<file path="src/verilog/decode_config.svh">
`ifndef DECODE_CONFIG_SVH
`define DECODE_CONFIG_SVH

// Word and field widths
`define INST_W          32
`define OPCODE_W        6
`define FUNCT_W         6
`define REG_ADDR_W      5
`define SHAMT_W         5
`define IMM_W           16

// COP0 sub-op sits in the rs field
`define RS_LSB          21

`define LINK_REG        5'd31           // r31 for branch-and-link
`define ERET_WORD       32'h4200_0018   // Whole COP0 ERET word

`endif

</file>
<file path="src/verilog/decode_pkg.sv">
`include "decode_config.svh"

package decode_pkg;

        typedef enum logic [5:0] {
                ALU_ADD, ALU_ADDU, ALU_SUB, ALU_SUBU,
                ALU_SLT, ALU_SLTU,
                ALU_AND, ALU_OR, ALU_XOR, ALU_NOR,
                ALU_LUI,
                ALU_SLL, ALU_SRL, ALU_SRA,
                ALU_MULT, ALU_MULTU, ALU_DIV, ALU_DIVU,
                ALU_MFHI, ALU_MFLO, ALU_MTHI, ALU_MTLO,
                ALU_BREK, ALU_SYSC, ALU_ERET, ALU_MFC0, ALU_MTC0,
                ALU_OUTA                                // Pass operand A as link address
        } alu_op_e;

        typedef enum logic [1:0] {
                SRC_REG,
                SRC_IMM,
                SRC_SFT,
                SRC_PCA
        } alu_src_e;

        typedef enum logic [1:0] {
                MEM_NOOP,
                MEM_LOAD,
                MEM_STOR
        } mem_type_e;

        // Codes 3 and 4 left free for unaligned word accesses
        typedef enum logic [2:0] {
                SZ_BYTE,
                SZ_HALF,
                SZ_FULL
        } mem_size_e;

        typedef struct packed {
                logic [`REG_ADDR_W-1:0] rd;
                logic [`SHAMT_W-1:0]    shamt;
                logic [`FUNCT_W-1:0]    funct;
        } r_fields_t;

        typedef union packed {
                r_fields_t              r;      // R-type view
                logic [`IMM_W-1:0]      imm;    // I-type view
        } low_fields_u;

        typedef struct packed {
                logic [`OPCODE_W-1:0]   opcode;
                logic [`REG_ADDR_W-1:0] rs;
                logic [`REG_ADDR_W-1:0] rt;
                low_fields_u            low;
        } inst_fields_t;

        typedef struct packed {
                alu_op_e                alu_op;
                alu_src_e               alu_src;
                logic                   imm_signed;     // Sign-extend the 16-bit field
                mem_type_e              mem_type;
                mem_size_e              mem_size;
                logic [`REG_ADDR_W-1:0] wb_reg_dest;
                logic                   wb_reg_en;
                logic                   load_signed;    // Extend loaded data by sign
                logic                   priv_inst;
                logic                   undefined_inst;
        } decode_ctrl_t;

endpackage

</file>
<file path="src/verilog/branch_detect.sv">
`timescale 1ns/1ns

module branch_detect (
        input  decode_pkg::inst_fields_t        fields,
        output logic                            is_branch,
        output logic                            is_link
);

        always_comb begin
                is_branch = 1'b0;
                is_link   = 1'b0;
                case (fields.opcode)
                6'b000000: begin                        // JR and JALR under SPECIAL
                        is_branch = (fields.low.r.funct == 6'b001000) ||
                                    (fields.low.r.funct == 6'b001001);
                        is_link   = (fields.low.r.funct == 6'b001001);
                end
                6'b000001: begin                        // REGIMM
                        // BLTZ, BGEZ and their AL forms differ only in rt[4] and rt[0]
                        is_branch = (fields.rt[3:1] == 3'b000);
                        is_link   = (fields.rt[3:1] == 3'b000) && fields.rt[4];
                end
                6'b000010: begin                        // J
                        is_branch = 1'b1;
                end
                6'b000011: begin                        // JAL
                        is_branch = 1'b1;
                        is_link   = 1'b1;
                end
                6'b000100, 6'b000101, 6'b000110, 6'b000111: begin
                        is_branch = 1'b1;               // BEQ, BNE, BLEZ, BGTZ
                end
                default: begin
                        is_branch = 1'b0;
                end
                endcase
        end

endmodule

</file>
<file path="src/verilog/ctrl_decode.sv">
`timescale 1ns/1ns
`include "decode_config.svh"

module ctrl_decode (
        input  decode_pkg::inst_fields_t        fields,
        input  logic [`INST_W-1:0]              instruction,
        input  logic                            is_branch,
        input  logic                            is_link,
        output decode_pkg::decode_ctrl_t        ctrl
);

        logic [`REG_ADDR_W-1:0] rd;
        logic [`REG_ADDR_W-1:0] rt;
        logic [`REG_ADDR_W-1:0] cop0_sub;

        assign rd       = fields.low.r.rd;
        assign rt       = fields.rt;
        assign cop0_sub = instruction[`RS_LSB +: `REG_ADDR_W];

        // Register-operand row without memory access
        function automatic decode_pkg::decode_ctrl_t reg_op(
                input decode_pkg::alu_op_e      op,
                input decode_pkg::alu_src_e     src,
                input logic [`REG_ADDR_W-1:0]   dest,
                input logic                     en
        );
                decode_pkg::decode_ctrl_t c;
                c             = '0;
                c.alu_op      = op;
                c.alu_src     = src;
                c.mem_type    = decode_pkg::MEM_NOOP;
                c.mem_size    = decode_pkg::SZ_FULL;
                c.wb_reg_dest = en ? dest : '0;
                c.wb_reg_en   = en;
                return c;
        endfunction

        function automatic decode_pkg::decode_ctrl_t imm_op(
                input decode_pkg::alu_op_e      op,
                input logic                     imm_s,
                input logic [`REG_ADDR_W-1:0]   dest
        );
                decode_pkg::decode_ctrl_t c;
                c            = reg_op(op, decode_pkg::SRC_IMM, dest, 1'b1);
                c.imm_signed = imm_s;
                return c;
        endfunction

        // Address is base plus signed offset
        function automatic decode_pkg::decode_ctrl_t mem_op(
                input decode_pkg::mem_type_e    mt,
                input decode_pkg::mem_size_e    ms,
                input logic                     ld_s,
                input logic [`REG_ADDR_W-1:0]   dest
        );
                decode_pkg::decode_ctrl_t c;
                c             = imm_op(decode_pkg::ALU_ADDU, 1'b1, dest);
                c.mem_type    = mt;
                c.mem_size    = ms;
                c.wb_reg_en   = (mt == decode_pkg::MEM_LOAD);
                c.wb_reg_dest = (mt == decode_pkg::MEM_LOAD) ? dest : '0;
                c.load_signed = ld_s;
                return c;
        endfunction

        always_comb begin
                ctrl = reg_op(decode_pkg::ALU_ADDU, decode_pkg::SRC_REG, rt, 1'b0);
                casez ({fields.opcode, fields.low.r.funct})
                {6'b000000, 6'b100000}:
                        ctrl = reg_op(decode_pkg::ALU_ADD, decode_pkg::SRC_REG, rd, 1'b1);
                {6'b000000, 6'b100001}:
                        ctrl = reg_op(decode_pkg::ALU_ADDU, decode_pkg::SRC_REG, rd, 1'b1);
                {6'b000000, 6'b100010}:
                        ctrl = reg_op(decode_pkg::ALU_SUB, decode_pkg::SRC_REG, rd, 1'b1);
                {6'b000000, 6'b100011}:
                        ctrl = reg_op(decode_pkg::ALU_SUBU, decode_pkg::SRC_REG, rd, 1'b1);
                {6'b000000, 6'b101010}:
                        ctrl = reg_op(decode_pkg::ALU_SLT, decode_pkg::SRC_REG, rd, 1'b1);
                {6'b000000, 6'b101011}:
                        ctrl = reg_op(decode_pkg::ALU_SLTU, decode_pkg::SRC_REG, rd, 1'b1);
                {6'b000000, 6'b100100}:
                        ctrl = reg_op(decode_pkg::ALU_AND, decode_pkg::SRC_REG, rd, 1'b1);
                {6'b000000, 6'b100101}:
                        ctrl = reg_op(decode_pkg::ALU_OR, decode_pkg::SRC_REG, rd, 1'b1);
                {6'b000000, 6'b100110}:
                        ctrl = reg_op(decode_pkg::ALU_XOR, decode_pkg::SRC_REG, rd, 1'b1);
                {6'b000000, 6'b100111}:
                        ctrl = reg_op(decode_pkg::ALU_NOR, decode_pkg::SRC_REG, rd, 1'b1);
                {6'b000000, 6'b000000}:
                        ctrl = reg_op(decode_pkg::ALU_SLL, decode_pkg::SRC_SFT, rd, 1'b1);
                {6'b000000, 6'b000010}:
                        ctrl = reg_op(decode_pkg::ALU_SRL, decode_pkg::SRC_SFT, rd, 1'b1);
                {6'b000000, 6'b000011}:
                        ctrl = reg_op(decode_pkg::ALU_SRA, decode_pkg::SRC_SFT, rd, 1'b1);
                {6'b000000, 6'b000100}:
                        ctrl = reg_op(decode_pkg::ALU_SLL, decode_pkg::SRC_REG, rd, 1'b1);
                {6'b000000, 6'b000110}:
                        ctrl = reg_op(decode_pkg::ALU_SRL, decode_pkg::SRC_REG, rd, 1'b1);
                {6'b000000, 6'b000111}:
                        ctrl = reg_op(decode_pkg::ALU_SRA, decode_pkg::SRC_REG, rd, 1'b1);
                {6'b000000, 6'b010000}:
                        ctrl = reg_op(decode_pkg::ALU_MFHI, decode_pkg::SRC_REG, rd, 1'b1);
                {6'b000000, 6'b010010}:
                        ctrl = reg_op(decode_pkg::ALU_MFLO, decode_pkg::SRC_REG, rd, 1'b1);
                {6'b000000, 6'b010001}:
                        ctrl = reg_op(decode_pkg::ALU_MTHI, decode_pkg::SRC_REG, rd, 1'b0);
                {6'b000000, 6'b010011}:
                        ctrl = reg_op(decode_pkg::ALU_MTLO, decode_pkg::SRC_REG, rd, 1'b0);
                {6'b000000, 6'b011000}:
                        ctrl = reg_op(decode_pkg::ALU_MULT, decode_pkg::SRC_REG, rd, 1'b0);
                {6'b000000, 6'b011001}:
                        ctrl = reg_op(decode_pkg::ALU_MULTU, decode_pkg::SRC_REG, rd, 1'b0);
                {6'b000000, 6'b011010}:
                        ctrl = reg_op(decode_pkg::ALU_DIV, decode_pkg::SRC_REG, rd, 1'b0);
                {6'b000000, 6'b011011}:
                        ctrl = reg_op(decode_pkg::ALU_DIVU, decode_pkg::SRC_REG, rd, 1'b0);
                {6'b000000, 6'b001101}: begin           // BREAK
                        ctrl = reg_op(decode_pkg::ALU_BREK, decode_pkg::SRC_REG, rt, 1'b0);
                        ctrl.priv_inst = 1'b1;
                end
                {6'b000000, 6'b001100}: begin           // SYSCALL
                        ctrl = reg_op(decode_pkg::ALU_SYSC, decode_pkg::SRC_REG, rt, 1'b0);
                        ctrl.priv_inst = 1'b1;
                end
                {6'b001000, 6'b??????}: ctrl = imm_op(decode_pkg::ALU_ADD, 1'b1, rt);
                {6'b001001, 6'b??????}: ctrl = imm_op(decode_pkg::ALU_ADDU, 1'b1, rt);
                {6'b001010, 6'b??????}: ctrl = imm_op(decode_pkg::ALU_SLT, 1'b1, rt);
                {6'b001011, 6'b??????}: ctrl = imm_op(decode_pkg::ALU_SLTU, 1'b1, rt);
                {6'b001100, 6'b??????}: ctrl = imm_op(decode_pkg::ALU_AND, 1'b0, rt);
                {6'b001101, 6'b??????}: ctrl = imm_op(decode_pkg::ALU_OR, 1'b0, rt);
                {6'b001110, 6'b??????}: ctrl = imm_op(decode_pkg::ALU_XOR, 1'b0, rt);
                {6'b001111, 6'b??????}: ctrl = imm_op(decode_pkg::ALU_LUI, 1'b0, rt);
                {6'b100000, 6'b??????}:
                        ctrl = mem_op(decode_pkg::MEM_LOAD, decode_pkg::SZ_BYTE, 1'b1, rt);
                {6'b100001, 6'b??????}:
                        ctrl = mem_op(decode_pkg::MEM_LOAD, decode_pkg::SZ_HALF, 1'b1, rt);
                {6'b100011, 6'b??????}:
                        ctrl = mem_op(decode_pkg::MEM_LOAD, decode_pkg::SZ_FULL, 1'b0, rt);
                {6'b100100, 6'b??????}:
                        ctrl = mem_op(decode_pkg::MEM_LOAD, decode_pkg::SZ_BYTE, 1'b0, rt);
                {6'b100101, 6'b??????}:
                        ctrl = mem_op(decode_pkg::MEM_LOAD, decode_pkg::SZ_HALF, 1'b0, rt);
                {6'b101000, 6'b??????}:
                        ctrl = mem_op(decode_pkg::MEM_STOR, decode_pkg::SZ_BYTE, 1'b0, rt);
                {6'b101001, 6'b??????}:
                        ctrl = mem_op(decode_pkg::MEM_STOR, decode_pkg::SZ_HALF, 1'b0, rt);
                {6'b101011, 6'b??????}:
                        ctrl = mem_op(decode_pkg::MEM_STOR, decode_pkg::SZ_FULL, 1'b0, rt);
                {6'b010000, 6'b??????}: begin           // COP0
                        if (instruction == `ERET_WORD) begin
                                ctrl = reg_op(decode_pkg::ALU_ERET, decode_pkg::SRC_REG,
                                              rt, 1'b0);
                                ctrl.priv_inst = 1'b1;
                        end else if (cop0_sub == 5'b00000) begin
                                ctrl = reg_op(decode_pkg::ALU_MFC0, decode_pkg::SRC_REG,
                                              rt, 1'b1);
                                ctrl.priv_inst = 1'b1;
                        end else if (cop0_sub == 5'b00100) begin
                                ctrl = reg_op(decode_pkg::ALU_MTC0, decode_pkg::SRC_REG,
                                              rt, 1'b0);
                                ctrl.priv_inst = 1'b1;
                        end else begin
                                ctrl.undefined_inst = 1'b1;     // WAIT and other COP0 ops
                        end
                end
                default: begin
                        if (is_branch && is_link) begin
                                ctrl = reg_op(decode_pkg::ALU_OUTA, decode_pkg::SRC_PCA,
                                              `LINK_REG, 1'b1);
                        end else begin
                                ctrl.undefined_inst = ~is_branch;
                        end
                end
                endcase
        end

        // Holds across every table row, the link path and the fallback
        always_comb begin
                assert (!(ctrl.wb_reg_en && ctrl.mem_type == decode_pkg::MEM_STOR))
                        else $error("ctrl_decode: store decoded with register write");
        end

endmodule

</file>
<file path="src/verilog/imm_extend.sv">
`timescale 1ns/1ns
`include "decode_config.svh"

module imm_extend (
        input  decode_pkg::inst_fields_t        fields,
        input  decode_pkg::alu_src_e            alu_src,
        input  logic                            imm_signed,
        output logic [`INST_W-1:0]              imm
);

        always_comb begin
                case (alu_src)
                decode_pkg::SRC_IMM: begin
                        if (imm_signed)
                                imm = {{(`INST_W-`IMM_W){fields.low.imm[`IMM_W-1]}},
                                       fields.low.imm};
                        else
                                imm = {{(`INST_W-`IMM_W){1'b0}}, fields.low.imm};
                end
                decode_pkg::SRC_SFT: begin
                        imm = {{(`INST_W-`SHAMT_W){1'b0}}, fields.low.r.shamt};
                end
                default: begin                          // REG and PCA take no immediate
                        imm = '0;
                end
                endcase
        end

endmodule

</file>
<file path="src/verilog/decode_stage.sv">
`timescale 1ns/1ns
`include "decode_config.svh"

module decode_stage (
        input  logic                            clk,
        input  logic                            rst_n,
        input  logic                            inst_valid,
        input  logic                            hold,
        input  logic [`INST_W-1:0]              instruction,
        output logic                            out_valid,
        output decode_pkg::decode_ctrl_t        ctrl,
        output logic [`INST_W-1:0]              imm
);

        decode_pkg::inst_fields_t       fields;
        decode_pkg::decode_ctrl_t       ctrl_next;
        logic [`INST_W-1:0]             imm_next;
        logic                           is_branch;
        logic                           is_link;

        assign fields = decode_pkg::inst_fields_t'(instruction);

        branch_detect u_branch_detect (
                .fields         (fields),
                .is_branch      (is_branch),
                .is_link        (is_link)
        );

        ctrl_decode u_ctrl_decode (
                .fields         (fields),
                .instruction    (instruction),
                .is_branch      (is_branch),
                .is_link        (is_link),
                .ctrl           (ctrl_next)
        );

        imm_extend u_imm_extend (
                .fields         (fields),
                .alu_src        (ctrl_next.alu_src),
                .imm_signed     (ctrl_next.imm_signed),
                .imm            (imm_next)
        );

        always_ff @(posedge clk) begin
                if (!rst_n) begin
                        out_valid <= 1'b0;
                        ctrl      <= '0;
                end else if (!hold) begin               // Hold freezes the whole stage
                        out_valid <= inst_valid;
                        ctrl      <= ctrl_next;
                end
        end

        always_ff @(posedge clk) begin
                if (!hold)
                        imm <= imm_next;
        end

        assert property (@(posedge clk) !rst_n |=> !out_valid)
                else $error("decode_stage: out_valid high after reset");

endmodule

</file>
<file path="config.mk">
export PLATFORM = sky130hd
export DESIGN_NAME = decode_stage
export DESIGN_NICKNAME = d
export VERILOG_FILES = /design/src/verilog/decode_pkg.sv /design/src/verilog/branch_detect.sv /design/src/verilog/ctrl_decode.sv /design/src/verilog/imm_extend.sv /design/src/verilog/decode_stage.sv
export VERILOG_INCLUDE_DIRS = /design/src /design/src/verilog
export SDC_FILE = /design/constraint.sdc
export NUM_CORES = 1
export LEC_CHECK = 0
export ABC_AREA = 1
export BUFFER_PORTS_ARGS = -buffer_cell sky130_fd_sc_hd__buf_4
export CORE_MARGIN = 8
export CORE_UTILIZATION = 55
export CTS_BUF_LIST = sky130_fd_sc_hd__clkbuf_4 sky130_fd_sc_hd__clkbuf_8 sky130_fd_sc_hd__clkbuf_16
export DETAILED_ROUTE_END_ITERATION = 8
export GPL_TIMING_DRIVEN = 1
export PLACE_DENSITY = 0.95
export SLEW_MARGIN = 40
export SYNTH_ARGS = -nofsm -noshare
export SYNTH_HDL_FRONTEND = slang
export SYNTH_SLANG_ARGS = --single-unit
</file>
<file path="constraint.sdc">
create_clock -name clk -period 4.1 [get_ports clk]
set_clock_uncertainty 0.2 [all_clocks]
set_input_delay 1.025 -clock clk [delete_from_list [all_inputs] [get_ports clk]]
set_output_delay 1.025 -clock clk [all_outputs]
set_load 0.1 [all_outputs]
</file>
Word level (Yosys, flattened, before mapping)
Cells that the tools add are included.
{ "op_classes": {"reduce_logical": 8, "muxes": 11, "bitwise_logic": 1, "n_eq_ne": 55} }
{ "ops": {"columns": ["op", "n"], "rows": [
  ["$pmux W23 S43", 1],
  ["$eq A12 B6 Y1 const B", 10],
  ["$eq A12 B5 Y1 const B", 8],
  ["$pmux W32 S2", 1],
  ["$eq A6 B4 Y1 const B", 10],
  ["$eq A6 B6 Y1 const B", 8],
  ["$mux W23", 2],
  ["$mux W21", 2],
  ["$eq A12 B3 Y1 const B", 3],
  ["$eq A32 B31 Y1 const B", 1],
  ["$mux W32", 1],
  ["$eq A12 B2 Y1 const B", 2],
  ["$eq A12 B4 Y1 const B", 2],
  ["$eq A6 B3 Y1 const B", 4],
  ["$eq A6 B2 Y1 const B", 2],
  ["$logic_not A12 Y1", 1],
  ["$eq A6 B1 Y1 const B", 1],
  ["$eq A6 B5 Y1 const B", 1],
  ["$logic_not A6 Y1", 1],
  ["$pmux W1 S3", 2],
  ["$reduce_or A6 Y1", 1],
  ["$eq A5 B3 Y1 const B", 1],
  ["$logic_not A5 Y1", 1],
  ["$logic_not A3 Y1", 1],
  ["other kinds (6)", 8]
]} }
{ "totals": {"ff_bits": 56, "out_inout_bits": 56, "elab_cells": 87} }

Logic depth before layout (Yosys ltp)
Gate-level depths: netlist (run 1).
{ "logic_depth": {"depth_word": 8, "mapped_depth": 13, "ltp_nobuf": 13} }

Cells and area by module
A second synthesis (run 1) with hierarchy kept.
{ "unflattened": {"cells_unflattened": 574, "hier_area_um2": 3744.8} }
{ "modules_own_cells": {"columns": ["mod", "seq_area_each_um2", "n_inst", "area_each_um2", "cells_per_inst"], "rows": [
  ["decode_stage", 1441.4, 1, 1935.6, 184],
  ["ctrl_decode", 0.0, 1, 1268.7, 289],
  ["imm_extend", 0.0, 1, 372.9, 62],
  ["branch_detect", 0.0, 1, 167.7, 39]
]} }

Least setup slack after synthesis (run 1)
No wires, ideal clock.
{ "synth_timing": {"path_type": "in2reg", "from": "input instruction[29]", "to": "register imm[2] (data pin)", "n_path_buf": 1, "setup_slack_ns": 0.955, "arrival_time_ns": 2.679, "required_time_ns": 3.633, "stages": 13, "cell_sequence": "nor2_4 > nand2_8 > nor2_1 > nand3_1 > nand3_1 > inv_1 > nand3_2 > inv_1 > ha_1 > inv_1 > nand2_1 > clkbuf_1 > o22ai_1"} }
{ "synth_lines": {"columns": ["element", "line", "source"], "rows": [
  ["from (decl)", "decode_stage.sv:9", "input logic [`INST_W-1:0] instruction,"],
  ["to (signal assigned)", "decode_stage.sv:56", "imm <= imm_next;"],
  ["to (decl)", "decode_stage.sv:12", "output logic [`INST_W-1:0] imm"]
]} }

==> results of run 1 <==
==> metal layers <==
layer  GRT usage, %  up-vias  wire (um)
met5              0        -          0
met4          9.703        0        267
met3          6.900       25        837
met2          39.44      179       4004
met1          25.83     1297       3589
li1               -     1430          -
==> cell usage after synthesis, drive strengths merged <==
library cell / instances / area share, %
nor3: 7 / 1.3
clkinv: 2 / 0.32
o211ai: 3 / 0.82
nand2: 94 / 14
nor3b: 1 / 0.46
o2bb2ai: 1 / 0.32
o2111ai: 1 / 0.32
a21oi: 11 / 2.0
o22ai: 7 / 1.6
a2bb2oi: 1 / 0.32
o21ai: 16 / 2.9
conb: 1 / 0.14
inv: 54 / 7.5
ha: 2 / 0.91
nand3b: 2 / 1.0
nor2: 101 / 16
nand3: 28 / 5.9
clkbuf: 4 / 0.55
dfxtp: 22 / 16
buf: 19 / 5.0
o31ai: 1 / 0.46
edfxtp: 17 / 19
nand4: 11 / 2.7
==> layout by cell type (no fill, tap or decap), types with 4 or more instances in the layout <==
cell / count
o21ai_0: 12
inv_2: 5
nor2_1: 90
nor3_1: 7
dfxtp_1: 22
o22ai_1: 7
edfxtp_1: 17
nor2_2: 5
inv_1: 48
nand2_2: 6
clkbuf_8: 5
a21oi_1: 11
nand4_1: 10
o21ai_1: 4
nand3_1: 25
nor2_4: 5
buf_4: 90
nand2_1: 86
==> power by group through the flow <==
stage          sequential [mW]  combinational (mW)  clock (mW)
4_1_cts                  0.439               0.440       0.371
2_1_floorplan            0.614               0.173           0
3_3_place_gp             0.447               0.437           0
5_1_grt                  0.442               0.461       0.385
6_report                 0.439               0.441       0.368
3_5_place_dp             0.448               0.440           0
==> worst paths after layout <==
kind | end | slack (ps)
max reg2reg | ctrl[15]$_SDFFE_PN0N_ | 3150
min reg2reg | ctrl[9]$_SDFFE_PN0N_ | 270
max | imm[3]$_DFFE_PN_ | 890
min | ctrl[9]$_SDFFE_PN0N_ | 270
==> through the flow <==
step                      std cells  utilization, %
final                           549           73.16
after CTS                       549           73.16
after detailed placement        541           70.39
after floorplan                 407               -
after global placement          541           70.39
after global routing            549           73.16
==> cells by family after synthesis <==
| kind of cell | Yosys count | share of synthesized area (%) |
|---|---|---|
| buffers and inverters | 79 | 13.40 |
| other | 1 | 0.1370 |
| adders and majority gates | 2 | 0.9143 |
| AOI/OAI and AO/OA | 41 | 8.779 |
| DFF | 39 | 34.75 |
| and+or+nand+nor | 244 | 42.02 |
==> registers in the layout, summed over array words and instances (netlist names) <==
register	count
ctrl	21
out_valid	1
imm	17
==> layout make-up <==
class / count / area (sq um) / share of cell area (%)
clock buffers: 7 / 101.3 / 2.914
clock inverters: 1 / 30.03 / 0.8633
inverters: 56 / 214.0 / 6.151
multi-input cells: 289 / 1423 / 40.90
flip-flops and latches: 39 / 950.9 / 27.34
well taps: 67 / 83.83 / 2.410
repair buffers: 90 / 675.6 / 19.42
==> worst min-delay path, delay by kind of cell, from the launching register on <==
family	cells	cell delay, ps
DFF	1	320
and+or+nand+nor	1	50
AOI/OAI and AO/OA	1	50
==> metrics.yaml, run 1 <==
status:
  outcome: "finished clean"
placement:
  place_congestion: 0.9477
  dpl_worst_slack_ps: 604.7
  placed_cell_area_sq_um: 3347
  hpwlAfterDp_um: 7013
  port_buffers: 89
global_route:
  grt_antenna_before_repair: 0
  grt_util_all_layers_pct: 23.02
  grt_max_degree: 42
  grt_pass1_vias: 2918
  grt_pass1_wl_um: 13790
  grt_overflow: 0
floorplanning:
  die-width_um: 86.54
  rows: 25
  io_pins: 92
  initial_core_util_pct: 57.55
  die-area_sq_um: 7488
  fp.coreArea_sq_um: 4755
  fp.dieH_um: 86.54
drt:
  wl_um: 8699
  avgRoutedWirePerCell_um: 15.85
  vias: 2931
  drcViolationCount: 0
  routed_via_density: 5.339
  postRouteAntennaNets: 0
  dr.first_iter.drc_count: 303
  firstDrtPassIters: 5
timing:
  layout_min_cycle_time_ps: 3211
  holdWs_ps: 266.3
  finalCritPeriodShare_pct: 78.32
  final_max_slew_viol_count: 0
  max_freq_mhz: 311.4
  setup_tns_ps: 0
  rsz0062_at_grt: "no"
  hold_viol_final: 0
  finalWorstSetupSlack_ps: 889.0
  setup_viol: 0
cells_and_area:
  fill_cells: 387
  drive_gt1_share_pct: 27.18
  diodes: 0
  nNetsFinal: 519
  final_area_sq_um: 3478
  area_growth_pct: 27.11
power:
  internal-power_mw: 0.7471
  p_comb_share_pct: 35.3
  pwr-share-clk_pct: 29.5
  p_per_area_nw_per_um2: 359.1
  peakVddDrop_v: 0.0002478
  p_sw_share_pct: 40.18
  p_leak_nw: 1.791
  power_switching_mw: 0.5019
  finalPower_mw: 1.249
  p_seq_share_pct: 35.2
synth:
  synth-seq-cells: 39
  ys_types: 38
  synth.cell_area_sq_um: 2736
  syn_inst: 406
  avgSynthCellArea_sq_um: 6.740
  yosysSeqAreaShare_pct: 34.75
  ys_warn_count: 0
worst_setup_path:
  crit_path_max_fanout: 13
  critPathArrivalTime_ps: 3050
  startpoint_type: "input port"
  crit_family: "simple AND/OR/NAND/NOR gates"
  crit_type: "in2reg"
  crit_slowest_cell: "ha_1"
  cp.depth: 13
  r2r_cells: 4
  slowest_delay_ps: 340
  timing.rr.start: "ctrl[15]$_SDFFE_PN0N_"
  critPathRequiredTime_ps: 3940
  crit_buf_inv: 4
  crit_start: "instruction[31]"
  cp-end-kind: "flip-flop"
  cp_cell_sequence: "buf_4 -> nor2_4 -> nand2_8 -> nor2_1 -> nand3_1 -> nand3_1 -> inv_1 -> nand3_2 -> inv_1 -> ha_1 -> inv_1 -> nand2_1 -> o22ai_1"
  cp_common_cell: "inv_1"
cts:
  numCtsBuffers: 5
  ctsHoldBuffers: 0
  clk_latency_ps: 290
  post_cts_resize_count: 0
  htreeDepth: 2
  cts_setup_buffers: 0
  path_clk_slew_ps: 80
  cts.sinks: 39
  cts_tree: "yes"
  cts_buffer_depth: 2
  cts_root_buf: "clkbuf_8"
min_path:
  hp-class: "reg2reg"
  min_from: "ctrl[9]$_SDFFE_PN0N_"
  min_path_cells: 2
job:
  drv_cap: 0
Power figures use the tool's default switching activity.
==> run 2, diff against run 1 <==
--- a/config.mk
+++ b/config.mk
@@ -9,11 +9,11 @@
 export ABC_AREA = 1
 export BUFFER_PORTS_ARGS = -buffer_cell sky130_fd_sc_hd__buf_4
 export CORE_MARGIN = 8
-export CORE_UTILIZATION = 55
+export CORE_UTILIZATION = 51
 export CTS_BUF_LIST = sky130_fd_sc_hd__clkbuf_4 sky130_fd_sc_hd__clkbuf_8 sky130_fd_sc_hd__clkbuf_16
 export DETAILED_ROUTE_END_ITERATION = 8
 export GPL_TIMING_DRIVEN = 1
-export PLACE_DENSITY = 0.95
+export PLACE_DENSITY = 0.92
 export SLEW_MARGIN = 40
 export SYNTH_ARGS = -nofsm -noshare
 export SYNTH_HDL_FRONTEND = slang
==> constraint.sdc (replaced) <==
create_clock -name clk -period 3.1 [get_ports clk]
set_clock_uncertainty 0.2 [all_clocks]
set_input_delay 0.775 -clock clk [delete_from_list [all_inputs] [get_ports clk]]
set_output_delay 0.775 -clock clk [all_outputs]
set_load 0.1 [all_outputs]
==> run 2 against run 1 <==
Routed wire length increased by 1.8%. Non-clock buffer count increased by 13. Setup slack got worse by 580 ps. Flip-flop and latch count unchanged. First-iteration DRC count decreased by 20%. Clock power decreased by 5.7%. Combinational power increased by 35%. Critical endpoint is now imm[4]$_DFFE_PN_.
==> metrics.yaml, run 2 (synthesis results as in run 1) <==
status:
  outcome: "finished clean"  # unchanged
global_route:
  grt_antenna_before_repair: 0  # unchanged
  grt_max_degree: 34  # was 42
  grt_pass1_wl_um: 13430  # was 13,790 um
  grt_pass1_vias: 2847  # was 2,918
  grt_overflow: 0  # unchanged
  grt_util_all_layers_pct: 21.91  # was 23.02%
timing:
  setup_tns_ps: 0  # unchanged
  layout_min_cycle_time_ps: 2789
  rsz0062_at_grt: "no"  # unchanged
  hold_viol_final: 0  # unchanged
  slew_headroom_pct: 64.88
  worst_slew_pin_slew_ps: 522.8
  final_max_slew_viol_count: 0  # unchanged
  max_freq_mhz: 358.5
  finalCritPeriodShare_pct: 89.97
  setup_viol: 0  # unchanged
cells_and_area:
  regMostFlops: "ctrl"  # unchanged
  area_growth_pct: 29.26  # was 27.11%
  final_cell_mix: "buf_4, nor2_1, nand2_1, inv_1, nand3_1"  # was nor2_1, buf_4, nand2_1, inv_1, nand3_1
  largest_register_ffs: 21  # unchanged
  nNetsFinal: 532  # was 519
  diodes: 0  # unchanged
  drive_gt1_share_pct: 29.09  # was 27.18%
  layout_commonest_cell: "buf_4"
  reg.largest.list: "ctrl x21, imm x17, out_valid x1"  # unchanged
cts:
  numCtsBuffers: 5  # unchanged
  cts_tree: "yes"  # unchanged
  clk_latency_ps: 290  # about the same
  ctsHoldBuffers: 0  # unchanged
  htreeDepth: 2  # unchanged
  cts_root_buf: "clkbuf_8"  # unchanged
  cts_setup_buffers: 0  # unchanged
  cts.sinks: 39  # unchanged
  path_clk_slew_ps: 70  # was 80 ps
  post_cts_resize_count: 0  # unchanged
  cts_buffer_depth: 2  # unchanged
power:
  finalPower_mw: 1.524  # was 1.249 mW
  peakVddDrop_v: 0.0003029  # was 0.0002478 V
  p_per_area_nw_per_um2: 431.0  # was 359.1 nW/um^2
  p_leak_nw: 1.832  # was 1.791 nW
drt:
  wl_um: 8852  # was 8699 um
  dr.first_iter.drc_count: 243  # was 303
  avgRoutedWirePerCell_um: 15.67  # was 15.85 um
  drcViolationCount: 0  # unchanged
  routed_via_density: 5.303  # was 5.339
  firstDrtPassIters: 5  # unchanged
  vias: 2996  # was 2,931
  postRouteAntennaNets: 0  # unchanged
floorplanning:
  fp.dieH_um: 89.25  # was 86.54 um
  die-width_um: 89.25  # was 86.54 um
  rows: 26  # was 25
  fp.coreArea_sq_um: 5140  # was 4755 sq um
  io_pins: 92  # unchanged
  initial_core_util_pct: 53.24  # was 57.55%
  die-area_sq_um: 7966  # was 7488 sq um
worst_setup_path:
  cp_common_cell: "inv_1"  # unchanged
  rrSetupSlack_ps: 2190  # was 3150 ps
  startpoint_type: "input port"  # unchanged
  critPathRequiredTime_ps: 2920  # was 3940 ps
  crit_family: "simple AND/OR/NAND/NOR gates"  # unchanged
  critPathArrivalTime_ps: 2610  # was 3050 ps
  crit_path_max_fanout: 13  # unchanged
  crit_start: "instruction[29]"  # was instruction[31]
  crit_slowest_cell: "ha_1"  # unchanged
  cp-end-kind: "flip-flop"  # unchanged
  slowest_delay_ps: 290  # was 340 ps
  crit_type: "in2reg"  # unchanged
  timing.rr.start: "ctrl[15]$_SDFFE_PN0N_"  # unchanged
  crit_buf_inv: 4  # unchanged
  cp_cell_sequence: "buf_4 -> nor2_4 -> nand2_8 -> nor2_1 -> nand3_1 -> nand3_1 -> inv_1 -> nand3_2 -> inv_1 -> ha_1 -> inv_1 -> nand2_1 -> o22ai_1"  # unchanged
placement:
  place_congestion: 0.9377  # was 0.9477
  port_buffers: 89  # unchanged
  hpwlAfterDp_um: 7267  # was 7013 um
min_path:
  min_from: "ctrl[13]$_SDFFE_PN0N_"  # was ctrl[9]$_SDFFE_PN0N_
  hp-class: "reg2reg"  # unchanged
job:
  drv_cap: 0  # unchanged
run 2: final timing paths:
path / cells after the start / endpoint
worst max-delay path: 13 / imm[4]$_DFFE_PN_
worst min-delay path: 2 / ctrl[13]$_SDFFE_PN0N_
worst max register to register: 4 / ctrl[15]$_SDFFE_PN0N_
worst min register to register: 2 / ctrl[13]$_SDFFE_PN0N_
run 2: power breakdown:
part | internal (mW) | switching, mW | total (mW)
sequential | 0.567 | 0.0144 | 0.581
clock | 0.166 | 0.181 | 0.347
combinational | 0.134 | 0.463 | 0.597
run 2: layout make-up:
| class | instances | area, sq um |
|---|---|---|
| Timing Repair Buffer | 103 | 773.2 |
| Sequential cell | 39 | 950.9 |
| Fill cell | 451 | 1603 |
| Inverter | 56 | 214.0 |
| Multi-Input combinational cell | 289 | 1423 |
| Tap cell | 70 | 87.58 |
| Clock inverter | 2 | 12.51 |
| Clock buffer | 6 | 76.32 |
run 2: worst register-to-register path, cell delays in order, from the launching register on:
cell and delay (ps):
dfxtp_1 320, nor2_1 100, nor2_1 40, o21ai_1 100, inv_1 50
run 2: per-stage QoR:
stage	hold WS, ps	utilization [%]	cell area (sq um)	setup slack, ps	instances
4_1_cts	271.3	68.82	3537	320.5	565
2_1_floorplan	688.1	-	2740	204.7	407
5_1_grt	295.5	68.82	3537	140.4	565
6_report	272.1	68.82	3537	310.9	565
3_5_place_dp	258.6	67.09	3448	14.94	557
3_3_place_gp	254.3	67.09	3448	108.6	557
run 2: layer usage:
metal,track usage [%],vias up,part of all wire [%]
met5,0,-,0
met4,9.819,0,3.4
met3,5.147,28,11
met2,38.38,168,46
met1,24.61,1345,40
li1,-,1455,-
==> run 3, diff against run 2 <==
--- a/config.mk
+++ b/config.mk
@@ -7,7 +7,7 @@
 export NUM_CORES = 1
 export LEC_CHECK = 0
 export ABC_AREA = 1
-export BUFFER_PORTS_ARGS = -buffer_cell sky130_fd_sc_hd__buf_4
+export BUFFER_PORTS_ARGS = -buffer_cell sky130_fd_sc_hd__buf_2
 export CORE_MARGIN = 8
 export CORE_UTILIZATION = 51
 export CTS_BUF_LIST = sky130_fd_sc_hd__clkbuf_4 sky130_fd_sc_hd__clkbuf_8 sky130_fd_sc_hd__clkbuf_16
==> run 3 against run 2 <==
Combinational power fell by 5.9%. Highest routed layer unchanged. First-iteration DRC count rose by 4.5%. Setup slack improved by 11 ps. Die area did not move. Clock-buffer cell count did not move. Critical path depth did not move. Global-route usage fell by 0.47 points. Non-clock buffer count rose by 3. Sequential share of layout area rose by 1.2 points. Register-to-register slack barely moved. Critical endpoint is now imm[2]$_DFFE_PN_. Clock power rose by 44%. Flip-flop and latch count did not move.
==> metrics.yaml, run 3 (synthesis results as in run 1) <==
worst_setup_path:
  crit_slowest_cell: "nand2_1"  # was ha_1
  cp_cell_sequence: "buf_2 -> nor2_4 -> nand2_8 -> nor2_1 -> nand3_1 -> nand3_1 -> inv_1 -> nand3_2 -> inv_1 -> ha_1 -> inv_1 -> nand2_1 -> o22ai_1"  # was buf_4 -> nor2_4 -> nand2_8 -> nor2_1 -> nand3_1 -> nand3_1 -> inv_1 -> nand3_2 -> inv_1 -> ha_1 -> inv_1 -> nand2_1 -> o22ai_1
  timing.rr.start: "ctrl[16]$_SDFFE_PN0N_"  # was ctrl[15]$_SDFFE_PN0N_
  r2r_cells: 4  # unchanged
  slowest_delay_ps: 300  # was 290 ps
  r2r_end: "ctrl[16]$_SDFFE_PN0N_"  # was ctrl[15]$_SDFFE_PN0N_
  crit_buf_inv: 4  # unchanged
  cp_common_cell: "inv_1"  # unchanged
  rrSetupSlack_ps: 2180  # was 2190 ps
  critPathRequiredTime_ps: 2920  # about the same
  cp-end-kind: "flip-flop"  # unchanged
  crit_path_max_fanout: 13  # unchanged
  crit_family: "simple AND/OR/NAND/NOR gates"  # unchanged
  startpoint_type: "input port"  # unchanged
  crit_type: "in2reg"  # unchanged
  critPathArrivalTime_ps: 2600  # was 2610 ps
floorplanning:
  fp.dieH_um: 89.25  # unchanged
  fp.coreArea_sq_um: 5140  # unchanged
  initial_core_util_pct: 53.24  # unchanged
  rows: 26  # unchanged
  io_pins: 92  # unchanged
  die-width_um: 89.25  # unchanged
  die-area_sq_um: 7966  # unchanged
global_route:
  grt_max_degree: 29  # was 34
  grt_util_all_layers_pct: 21.44  # was 21.91%
  grt_overflow: 0  # unchanged
  grt_antenna_before_repair: 0  # unchanged
  grt_pass1_wl_um: 13340  # was 13,430 um
  grt_pass1_vias: 2963  # was 2,847
job:
  drv_cap: 0  # unchanged
cells_and_area:
  area_growth_pct: 23.69  # was 29.26%
  largest_register_ffs: 21  # unchanged
  nNetsFinal: 535  # was 532
  drive_gt1_share_pct: 29.52  # was 29.09%
  diodes: 0  # unchanged
  final_cell_mix: "nor2_1, buf_2, nand2_1, inv_1, nand3_1"  # was buf_4, nor2_1, nand2_1, inv_1, nand3_1
  reg.largest.list: "ctrl x21, imm x17, out_valid x1"  # unchanged
  regMostFlops: "ctrl"  # unchanged
  layout_commonest_cell: "nor2_1"  # was buf_4
power:
  p_sw_share_pct: 39.13  # was 43.18%
  finalPower_mw: 1.639  # was 1.524 mW
  peakVddDrop_v: 0.0004214  # was 0.0003029 V
  p_seq_share_pct: 35.3  # was 38.1%
  p_comb_share_pct: 34.3  # was 39.2%
  internal-power_mw: 0.9977  # was 0.8661 mW
  p_per_area_nw_per_um2: 484.3  # was 431.0 nW/um^2
  power_switching_mw: 0.6414  # was 0.6582 mW
  p_leak_nw: 1.809  # was 1.832 nW
  pwr-share-clk_pct: 30.4  # was 22.7%
timing:
  finalCritPeriodShare_pct: 89.63  # was 89.97%
  setup_viol: 0  # unchanged
  max_freq_mhz: 359.9  # was 358.5 MHz
  final_max_slew_viol_count: 0  # unchanged
  rsz0062_at_grt: "no"  # unchanged
  setup_tns_ps: 0  # unchanged
  holdWs_ps: 257.6  # was 272.1 ps
  hold_viol_final: 0  # unchanged
  layout_min_cycle_time_ps: 2778  # was 2789 ps
cts:
  cts_buffer_depth: 2  # unchanged
  numCtsBuffers: 5  # unchanged
  clk_latency_ps: 290  # about the same
  cts_setup_buffers: 0  # unchanged
  htreeDepth: 2  # unchanged
  path_clk_slew_ps: 70  # about the same
  cts_tree: "yes"  # unchanged
  post_cts_resize_count: 0  # unchanged
  cts.sinks: 39  # unchanged
  cts_root_buf: "clkbuf_8"  # unchanged
  ctsHoldBuffers: 0  # unchanged
min_path:
  min_from: "ctrl[9]$_SDFFE_PN0N_"  # was ctrl[13]$_SDFFE_PN0N_
  min_to: "ctrl[9]$_SDFFE_PN0N_"  # was ctrl[13]$_SDFFE_PN0N_
  min_path_cells: 2  # unchanged
  hp-class: "reg2reg"  # unchanged
drt:
  postRouteAntennaNets: 0  # unchanged
  routed_via_density: 5.217  # was 5.303
  firstDrtPassIters: 5  # unchanged
  avgRoutedWirePerCell_um: 14.79  # was 15.67 um
  dr.first_iter.drc_count: 254  # was 243
  drcViolationCount: 0  # unchanged
  vias: 2963  # was 2,996
  wl_um: 8400  # was 8852 um
placement:
  place_congestion: 0.9340  # was 0.9377
  port_buffers: 89  # unchanged
  hpwlAfterDp_um: 7000  # was 7267 um
status:
  outcome: "finished clean"  # unchanged
## run 3: changes by cell type in the layout (fill, tap and decap cells not counted)
| cell | previous run | this run |
|---|---|---|
| clkinv_2 | 2 | 1 |
| bufinv_16 | 0 | 2 |
| buf_4 | 103 | 17 |
| clkinvlp_4 | 1 | 0 |
| buf_2 | 0 | 89 |
## run 3: layout make-up
class / instances / area, sq um
fill: 473 / 1755
tap: 70 / 87.58
inverter: 56 / 214.0
multi-input combinational: 289 / 1423
clock buffer: 6 / 76.32
clock inverter: 2 / 60.06
timing repair buffer: 106 / 573.1
sequential: 39 / 950.9
## run 3: worst register-to-register path: cells and delay by family (launching register included)
kind / cells / cell delay (ps)
buffers and inverters: 1 / 50
AOI/OAI and AO/OA: 1 / 90
DFF: 1 / 310
and+or+nand+nor: 2 / 170
## run 3: power by group through the flow
stage / clock network (mW) / registers, mW / logic (mW)
floorplan: 0 / 0.812 / 0.229
global placement: 0 / 0.589 / 0.556
detailed placement: 0 / 0.591 / 0.560
CTS: 0.507 / 0.579 / 0.562
global route: 0.528 / 0.582 / 0.590
finish: 0.498 / 0.579 / 0.562
## run 3: worst max path at each step
stage,startpoint,to,slack (ps),cells past startpoint
finish,instruction[29],imm[2]$_DFFE_PN_,320,13
global route,instruction[29],imm[30]$_DFFE_PN_,130,13
CTS,instruction[29],imm[2]$_DFFE_PN_,310,13
detailed placement,instruction[29],imm[2]$_DFFE_PN_,20,13
global placement,instruction[29],imm[2]$_DFFE_PN_,130,13
floorplan,instruction[29],imm[2]$_DFFE_PN_,200,13
## run 3: metal layers
layer / GRT usage [%] / vias to the layer above / routed length, um
met5: 0 / - / 0
met4: 7.855 / 0 / 199
met3: 5.515 / 20 / 959
met2: 37.31 / 167 / 3866
met1: 24.62 / 1312 / 3374
li1: - / 1464 / -
## run 3: stage by stage
stage | utilization [%] | instance area, sq um | std cells | setup slack [ps]
final | 65.85 | 3385 | 568 | 321.5
after global routing | 65.85 | 3385 | 568 | 129.8
after CTS | 65.85 | 3385 | 568 | 311.6
after detailed placement | 63.19 | 3248 | 560 | 19.10
after global placement | 63.19 | 3248 | 560 | 128.9
after floorplan | - | 2740 | 407 | 204.7
